### src/busCycle_macros.svh
// Address-map codes and wait counts, included by the sequencer, decoder and testbench
`ifndef BUSCYCLE_MACROS_SVH
`define BUSCYCLE_MACROS_SVH

////////////////////////////////////////
// Upper address codes, bits 31..20
////////////////////////////////////////

// Boot ROM at 0x00F00000
`define ROM_BASE 12'h00F
// Chip RAM, 0x00000000 to 0x001FFFFF, low bit ignored
`define CHIP_BASE 12'h000
// Custom chip registers at 0x00D00000
`define REG_BASE 12'h00D
// Fast RAM, bits 31..27, 0x08000000 to 0x0FFFFFFF
`define FAST_TOP_BITS 5'b00001

////////////////////////////////////////
// Wait cycles per region
////////////////////////////////////////

// Width of the wait counter
`define WAIT_BITS 3
`define ROM_WAIT 3'd3
`define CHIP_WAIT 3'd5
`define REG_WAIT 3'd4
`define FAST_WAIT 3'd1
// Unmapped space ends with a bus error right away
`define NONE_WAIT 3'd0

`endif

### src/addrMapPkg.sv
// Address-map types shared by the decoder, the sequencer and the cycle interface
package addrMapPkg;

    ////////////////////////////////////////
    // Memory regions
    ////////////////////////////////////////

    // One region per decoded processor cycle
    typedef enum logic [2:0] {
        REGION_ROM  = 3'd0,
        REGION_CHIP = 3'd1,
        REGION_REG  = 3'd2,
        REGION_FAST = 3'd3,
        REGION_NONE = 3'd4
    } memRegion_t;

    ////////////////////////////////////////
    // Region attributes
    ////////////////////////////////////////

    // Driven onto nTCI and nTBI with the acknowledge
    // Chip RAM and registers can change behind the CPU, so no caching there
    // Only fast RAM supports line bursts
    typedef struct packed {
        logic cacheInhibit;
        logic burstInhibit;
    } regionAttr_t;

endpackage

### src/busCyclePkg.sv
// Bus-cycle types shared by the sequencer, the acknowledge driver and the cycle interface
package busCyclePkg;

    ////////////////////////////////////////
    // Sequencer states
    ////////////////////////////////////////

    // IDLE waits for nTS, WAIT counts down, END holds the strobe
    typedef enum logic [1:0] {
        SEQ_IDLE = 2'd0,
        SEQ_WAIT = 2'd1,
        SEQ_END  = 2'd2
    } seqState_t;

    ////////////////////////////////////////
    // Cycle termination
    ////////////////////////////////////////

    // Normal end with nTA, or bus error with nTEA
    typedef enum logic {
        TERM_ACK   = 1'b0,
        TERM_ERROR = 1'b1
    } termKind_t;

endpackage

### src/cycleIf.sv
// Cycle interface between the sequencer and the acknowledge driver, one instance per top
`timescale 1ns/1ps

interface cycleIf;
    import addrMapPkg::*;
    import busCyclePkg::*;

    // Decoded region, held from the start latch to the next start
    memRegion_t region;
    // Cache and burst inhibit of that region
    regionAttr_t attr;
    // Ack or error, valid with endStrobe
    termKind_t term;
    // Single-cycle termination strobe
    logic endStrobe;
    // High from the latched start until the strobe
    logic active;

    // Sequencer side owns every signal
    modport seq (
        output region,
        output attr,
        output term,
        output endStrobe,
        output active
    );

    // Driver side only needs the termination and its attributes
    // No back-pressure, every strobe is taken as it comes
    modport drv (
        input attr,
        input term,
        input endStrobe
    );

endinterface

### src/addrDecode.sv
// Combinational decoder from address bits 31..20 and OVL to memory region and attributes
`timescale 1ns/1ps
`include "busCycle_macros.svh"

module addrDecode (
    input  logic [31:20]            addr,
    input  logic                    OVL,
    output addrMapPkg::memRegion_t  region,
    output addrMapPkg::regionAttr_t attr
);
    import addrMapPkg::*;

    ////////////////////////////////////////
    // Region hits
    ////////////////////////////////////////

    logic chipSpace;
    logic romHit;
    logic chipHit;
    logic regHit;
    logic fastHit;
    logic noneHit;

    // Chip RAM spans two 1 MB codes, low bit ignored
    assign chipSpace = ((addr & 12'hFFE) == `CHIP_BASE);

    // Overlay after reset maps ROM at address zero
    assign romHit = (addr == `ROM_BASE) || (OVL && chipSpace);
    assign chipHit = !OVL && chipSpace;
    assign regHit = (addr == `REG_BASE);
    // Fast RAM only looks at the top five bits
    assign fastHit = (addr[31:27] == `FAST_TOP_BITS);
    // Anything else ends in a bus error
    assign noneHit = !(romHit || chipHit || regHit || fastHit);

    ////////////////////////////////////////
    // Region and attributes
    ////////////////////////////////////////

    always_comb begin
        if (romHit) begin
            region = REGION_ROM;
        end else if (chipHit) begin
            region = REGION_CHIP;
        end else if (regHit) begin
            region = REGION_REG;
        end else if (fastHit) begin
            region = REGION_FAST;
        end else begin
            region = REGION_NONE;
        end
    end

    // Agnus and the custom chips can write here, so the CPU must not cache it
    assign attr.cacheInhibit = (region == REGION_CHIP) || (region == REGION_REG);
    // Bursts only into fast RAM
    assign attr.burstInhibit = (region != REGION_FAST);

    ////////////////////////////////////////
    // Checks
    ////////////////////////////////////////

    // The map has no overlaps, so one hit per address
    always_comb begin
        assert ($onehot({romHit, chipHit, regHit, fastHit, noneHit}))
        else $error("addrDecode: %0d regions match addr %h", 
            $countones({romHit, chipHit, regHit, fastHit, noneHit}), addr);
    end

endmodule

### src/cycleSequencer.sv
// Per-cycle sequencer: latches nTS and region, counts the wait states, strobes termination
`timescale 1ns/1ps
`include "busCycle_macros.svh"

module cycleSequencer (
    input  logic                    CLK40,
    input  logic                    TS_RESET,
    input  logic                    nTS,
    input  addrMapPkg::memRegion_t  region,
    input  addrMapPkg::regionAttr_t attr,
    cycleIf.seq                     bus,
    output logic                    nROMEN
);
    import addrMapPkg::*;
    import busCyclePkg::*;

    seqState_t             seqState;
    logic [`WAIT_BITS-1:0] waitCnt;
    logic                  startTs;

    // Wait cycles of each region
    function automatic logic [`WAIT_BITS-1:0] waitOf(input memRegion_t r);
        case (r)
            REGION_ROM:  waitOf = `ROM_WAIT;
            REGION_CHIP: waitOf = `CHIP_WAIT;
            REGION_REG:  waitOf = `REG_WAIT;
            REGION_FAST: waitOf = `FAST_WAIT;
            default:     waitOf = `NONE_WAIT;
        endcase
    endfunction

    ////////////////////////////////////////
    // Start latch
    ////////////////////////////////////////

    // nTS is a one-clock pulse, taken only between cycles
    // A start in SEQ_END gives back-to-back cycles
    assign startTs = !nTS && !bus.active;

    ////////////////////////////////////////
    // Cycle FSM
    ////////////////////////////////////////

    always_ff @(posedge CLK40 or posedge TS_RESET) begin
        if (TS_RESET) begin
            seqState      <= SEQ_IDLE;
            waitCnt       <= '0;
            bus.active    <= 1'b0;
            bus.endStrobe <= 1'b0;
            nROMEN        <= 1'b1;
        end else begin
            case (seqState)
                SEQ_IDLE, SEQ_END: begin
                    // Strobe lasts one clock
                    bus.endStrobe <= 1'b0;
                    if (startTs) begin
                        seqState   <= SEQ_WAIT;
                        waitCnt    <= waitOf(region);
                        bus.active <= 1'b1;
                        // Boot ROM enabled for the whole ROM cycle
                        nROMEN     <= (region != REGION_ROM);
                    end else begin
                        seqState <= SEQ_IDLE;
                    end
                end
                SEQ_WAIT: begin
                    if (waitCnt == '0) begin
                        // Wait states done, end the cycle
                        seqState      <= SEQ_END;
                        bus.endStrobe <= 1'b1;
                        bus.active    <= 1'b0;
                        nROMEN        <= 1'b1;
                    end else begin
                        waitCnt <= waitCnt - 1'b1;
                    end
                end
                default: begin
                    seqState <= SEQ_IDLE;
                end
            endcase
        end
    end

    ////////////////////////////////////////
    // Cycle payload
    ////////////////////////////////////////

    // Held until the next start, only read while the cycle runs
    always_ff @(posedge CLK40) begin
        if (startTs) begin
            bus.region <= region;
            bus.attr   <= attr;
            // Unmapped space ends with a transfer error
            bus.term   <= (region == REGION_NONE) ? TERM_ERROR : TERM_ACK;
        end
    end

    ////////////////////////////////////////
    // Checks
    ////////////////////////////////////////

    // The driver turns each strobe into one nTA or nTEA clock
    strobeOneCycle: assert property (@(posedge CLK40) disable iff (TS_RESET)
        bus.endStrobe |=> !bus.endStrobe)
    else $error("cycleSequencer: endStrobe longer than one cycle");

    // Counter stays within the wait count of the latched region
    waitInRange: assert property (@(posedge CLK40) disable iff (TS_RESET)
        (seqState == SEQ_WAIT) |-> (waitCnt <= waitOf(bus.region)))
    else $error("cycleSequencer: wait counter %0d above loaded value", waitCnt);

    // CPU must wait for termination before the next nTS
    noTsWhileActive: assert property (@(posedge CLK40) disable iff (TS_RESET)
        bus.active |-> nTS)
    else $error("cycleSequencer: nTS while a cycle is active");

endmodule

### src/ackDriver.sv
// Termination driver: nTA, nTEA, nTCI and nTBI from the end strobe, negated before release
`timescale 1ns/1ps

module ackDriver (
    input  logic CLK40,
    input  logic TS_RESET,
    cycleIf.drv  bus,
    output logic nTA,
    output logic nTEA,
    output logic nTCI,
    output logic nTBI,
    output logic busOe
);
    import busCyclePkg::*;

    logic negateCycle;

    ////////////////////////////////////////
    // Termination lines
    ////////////////////////////////////////

    // Straight from the strobe, no extra clock of latency
    assign nTA = !(bus.endStrobe && (bus.term == TERM_ACK));
    assign nTEA = !(bus.endStrobe && (bus.term == TERM_ERROR));
    // Inhibits only qualify the termination clock
    assign nTCI = !(bus.endStrobe && bus.attr.cacheInhibit);
    assign nTBI = !(bus.endStrobe && bus.attr.burstInhibit);

    ////////////////////////////////////////
    // Negate then release
    ////////////////////////////////////////

    // Lines are shared, so drive them high one clock after termination
    // Otherwise the pull-up is too slow and the next cycle could end early
    always_ff @(posedge CLK40 or posedge TS_RESET) begin
        if (TS_RESET) begin
            negateCycle <= 1'b0;
        end else begin
            negateCycle <= bus.endStrobe;
        end
    end

    // Own the bus during termination and the negate clock
    assign busOe = bus.endStrobe || negateCycle;

    ////////////////////////////////////////
    // Checks
    ////////////////////////////////////////

    // Ack and error are exclusive
    ackXorError: assert property (@(posedge CLK40) disable iff (TS_RESET)
        !(!nTA && !nTEA))
    else $error("ackDriver: nTA and nTEA low together");

    // One high clock with the bus driven, then release unless a new cycle ends
    negateOnce: assert property (@(posedge CLK40) disable iff (TS_RESET)
        bus.endStrobe ##1 !bus.endStrobe |->
            (busOe && nTA && nTEA && nTCI && nTBI) ##1 (bus.endStrobe || !busOe))
    else $error("ackDriver: missing or extra negate cycle after termination");

endmodule

### src/busCycleTop.sv
// Bus-cycle controller top for an MC68040 board, plain pins toward the processor bus
`timescale 1ns/1ps

module busCycleTop (
    input  logic         CLK40,
    input  logic         TS_RESET,
    input  logic         nTS,
    input  logic         OVL,
    input  logic [31:20] addr,
    output logic         nTA,
    output logic         nTEA,
    output logic         nTCI,
    output logic         nTBI,
    output logic         busOe,
    output logic         nROMEN
);
    import addrMapPkg::*;

    // Decoder output, sampled by the sequencer with nTS
    memRegion_t  region;
    regionAttr_t attr;

    // One decoded cycle between sequencer and driver
    cycleIf cyc ();

    addrDecode uDecode (
        .addr   (addr),
        .OVL    (OVL),
        .region (region),
        .attr   (attr)
    );

    cycleSequencer uSequencer (
        .CLK40    (CLK40),
        .TS_RESET (TS_RESET),
        .nTS      (nTS),
        .region   (region),
        .attr     (attr),
        .bus      (cyc),
        .nROMEN   (nROMEN)
    );

    ackDriver uAck (
        .CLK40    (CLK40),
        .TS_RESET (TS_RESET),
        .bus      (cyc),
        .nTA      (nTA),
        .nTEA     (nTEA),
        .nTCI     (nTCI),
        .nTBI     (nTBI),
        .busOe    (busOe)
    );

endmodule

### config.mk
export PLATFORM = sky130hd
export DESIGN_NAME = busCycleTop
export DESIGN_NICKNAME = d
export VERILOG_FILES = /design/src/addrMapPkg.sv /design/src/busCyclePkg.sv /design/src/cycleIf.sv /design/src/addrDecode.sv /design/src/cycleSequencer.sv /design/src/ackDriver.sv /design/src/busCycleTop.sv
export VERILOG_INCLUDE_DIRS = /design/src
export SDC_FILE = /design/constraint.sdc
export NUM_CORES = 1
export LEC_CHECK = 0
export ABC_AREA = 1
export BUFFER_PORTS_ARGS = -buffer_cell sky130_fd_sc_hd__buf_2
export CAP_MARGIN = 20
export CELL_PAD_IN_SITES_DETAIL_PLACEMENT = 1
export CELL_PAD_IN_SITES_GLOBAL_PLACEMENT = 1
export CORE_MARGIN = 4
export CORE_UTILIZATION = 31
export DETAILED_ROUTE_END_ITERATION = 6
export PLACE_DENSITY = 0.81
export SETUP_SLACK_MARGIN = 0.5
export SLEW_MARGIN = 20
export SYNTH_ARGS = -nofsm -noshare
export SYNTH_HDL_FRONTEND = slang
export SYNTH_SLANG_ARGS = --single-unit
export TNS_END_PERCENT = 10
### constraint.sdc
create_clock -name CLK40 -period 1.5 [get_ports CLK40]
set_clock_uncertainty 0.2 [all_clocks]
set_input_delay 0.15 -clock CLK40 [delete_from_list [all_inputs] [get_ports CLK40]]
set_output_delay 0.15 -clock CLK40 [all_outputs]
set_load 0.01 [all_outputs]
==> metrics.md <==
| Metric | Value |
|---|---|
| Detailed Place HPWL | 1365 um |
| Adder-Cell Fraction of Synth Area | 3.610% |
| Worst setup margin | -0.008477 ns |
| R2R setup slack | -0.008 ns |
| Die X | 55.29 um |
| Multiplexer share of the synthesized area | 0% |
| Antenna diode count | 0 |
| Synth Flop Type | dfrtp_1 |
| Final Cycle Share | 100.6% |
| Full die area | 3056 sq um |
| GRT Max-Usage Layer | met2 |
| Worst Path Required | 1.50 ns |
| Final setup viols | 1 |
| Largest net degree at the start of global routing | 10 |
| Total GRT Usage | 11.62% |
| Cell Area, Synth | 693.2 sq um |
| Cells after Synth | 85 |
| Rows | 16 |
| Ports | 22 |
| Vias in the first global route | 636 |
| Hold endpoint | uSequencer.bus.attr[0] |
| Clock Latency Late Sink | 0.27 ns |
| Worst-case reg-to-reg path depth | 10 |
| Hold depth | 2 |
| Peak fanout along the critical path | 4 |
| Post-synthesis sequential element count | 12 |
| Core area | 2042 sq um |
| Clock sink count | 12 |
| Final ANT Viol Nets | 0 |
| HP Class | in -> reg |
| Most common cell in the synthesized netlist | nand2_1 |
| Port bufs | 21 |
| DRC viols | 0 |
| Critical path arrival | 1.50 ns |
| Grt met2 use | 19.09% |
| Unrepaired setup endpoints after global routing | true |
| GR met3 Demand/Resource | 3.263% |
| Clock-pin slew on the worst setup and hold paths | 0.08 ns |
| Post-synth EDFFs | 3 |
| Die Y | 55.29 um |
| VDD IR-drop max | 0.0007039 V |
| Synth Area in Compound Gates | 6.137% |
| Initial Utilization | 33.95% |
| Area after DPL | 863.3 sq um |
| Worst-case clock buffer depth | 2 |
| Ys async rst share | 75.00% |
| Largest family of logic cells by synthesized area | simple AND/OR/NAND/NOR gates |
| First-pass GRT wire length | 2766 um |
| YS warnings | 0 |
| Yosys top cell by area | dfrtp_1 |
| PD cells | 1641 nW/um^2 |
| Fillers | 254 |
| Clock tree from TritonCTS | yes |
| Layout Nets | 135 |
| Failing checks | negative setup slack |
| Max Clk Rate | 662.9 MHz |
| Synth top area share | 28.88% |
| Relative slew slack | 74.82% |
| Setup TNS | -0.008477 ns |
| XOR/XNOR Fraction of Synth Area | 0% |
| Worst slew pin tran | 0.3773 ns |
| WS Path Type | reg -> reg |
| GRT met1 Usage | 13.58% |
| Routed vias | 655 |
| Critical Path Source Type | flop |
| Share of cells above drive strength 1 | 57.76% |
| Root Buffer | clkbuf_4 |
| RD Place Congestion | 0.6977 |
| Drt wl/cell | 12.29 um |
| H-tree lvl count | 1 |
| Post-synth cell types | 21 |
| Reg2reg start | uSequencer.waitCnt[0] |
| Final std cell area, no fill | 1033 sq um |
| Avg Cell Area, Syn | 8.155 sq um |
| Synthesis-to-finish area growth | 49.10% |
| Synthesized Nets | 103 |
| Status | complete, but fails checks |
| First-pass DRT Iterations | 4 |
| CTS buffer count | 3 |
| DP Worst Slack | -0.02854 ns |
| Fin. Hold Viols | 0 |
| Min Clock Period, post-route | 1.508 ns |
| Min-delay src | addr[27] |
| Total congestion overflow | 0 |
| Initial drt markers | 3 |
| Hold_buf cts | 1 |
| Detailed Route WL | 1757 um |
| Post-synthesis sequential area ratio | 45.67% |
| Initial antenna violation count | 0 |
| Pleak | 0.4938 nW |
| Synth Area in Simple Gates | 37.00% |
| Max-cap violations | 0 |
| Main area contributors after synthesis | dfrtp_1 29%, edfxtp_1 13%, nand2_1 10%, nor2_1 5.4%, nor2_4 4.9% |
| Post-synth top cells | 19 x nand2_1, 10 x nor2_1, 8 x dfrtp_1, 8 x inv_1, 6 x inv_2 |
| Slew Limit Fails | 0 |
| Detailed-route vias per instance | 4.580 |
| Critical path capture point type | flop |
| Reg-to-Reg End | uSequencer.waitCnt[2] |
## flip-flops by register name, summed over array words and instances (netlist names)
name / count
uSequencer.waitCnt: 3
uSequencer.bus.attr: 2
uSequencer.seqState: 2
uAck.negateCycle: 1
uSequencer.bus.active: 1
uSequencer.bus.endStrobe: 1
uSequencer.bus.term: 1
uSequencer.nROMEN: 1
## final cells by class
type	count	area, sq um	area share [%]
flip-flops and latches	12	316.6	30.63
multi-input cells	59	401.6	38.86
inverters	14	57.56	5.569
well taps	27	33.78	3.269
repair buffers	27	197.7	19.13
clock buffers	4	26.28	2.542
## where the power goes
group | total [W] | switching [W] | internal (W)
combinational | 0.000984 | 0.000503 | 0.000481
sequential | 0.000508 | 0.0000674 | 0.000441
clock | 0.000203 | 0.000101 | 0.000103
## kinds of logic after synthesis
group | Yosys count
buffers and inverters | 14
AO/OA/AOI/OAI | 7
flip-flops | 12
adder cells (fa/ha/maj) | 2
AND/OR/NAND/NOR | 50
## repair_timing
action / in CTS / in global routing
hold endpoints to repair: 9 / 1
setup buffers: 2 / 2
resized for setup: 13 / 14
setup endpoints to repair: 17 / 18
pin swaps: 5 / 8
## placed cells by master (no fill, tap or decap), types with 3 or more instances in the layout
master	instances
nor2_2	4
nor2_1	8
nand2_2	6
nand3_1	3
edfxtp_1	3
buf_2	15
buf_6	8
a21oi_2	3
inv_1	5
clkbuf_4	3
inv_2	7
nor2_4	4
dfrtp_1	8
nand2_1	14
nand2_4	3
buf_4	3
## layer usage
layer | part of all wire, % | up-vias
li1 | - | 326
met1 | 43 | 311
met2 | 51 | 14
met3 | 4.4 | 4
met4 | 2.2 | 0
met5 | 0 | -
## through the flow
| stage | hold slack (ns) | cells | util [%] | power (W) |
|---|---|---|---|---|
| floorplan | -0.2228 | 85 | - | 0.0009981 |
| global placement | -0.07172 | 134 | 42.28 | 0.001156 |
| detailed placement | -0.05817 | 134 | 42.28 | 0.001204 |
| CTS | 0.01184 | 141 | 47.43 | 0.001561 |
| global route | -0.002819 | 143 | 50.61 | 0.001828 |
| finish | 0.002017 | 143 | 50.61 | 0.001696 |
## critical path, cell delays in order, from the launching register on
cell and delay, ns:
dfrtp_1 0.38, inv_2 0.06, ha_4 0.16, ha_4 0.16, inv_4 0.06, nand2_4 0.05
nand2_4 0.10, inv_4 0.05, a21oi_2 0.10, nand2_1 0.07, o21ai_2 0.05
## worst max-delay path by stage
stage | start | end | slack (ns) | depth (start not counted)
detailed placement | uSequencer.waitCnt[0] | uSequencer.waitCnt[0] | -0.03 | 10
global route | uSequencer.waitCnt[0] | uSequencer.waitCnt[2] | -0.07 | 10
floorplan | uSequencer.waitCnt[0] | uSequencer.waitCnt[0] | 0.08 | 10
finish | uSequencer.waitCnt[0] | uSequencer.waitCnt[2] | -0.008 | 10
global placement | uSequencer.waitCnt[1] | uSequencer.waitCnt[0] | 0.02 | 10
CTS | uSequencer.waitCnt[0] | uSequencer.waitCnt[2] | -0.006 | 10
Note: power is estimated with default switching activity, not from simulation.
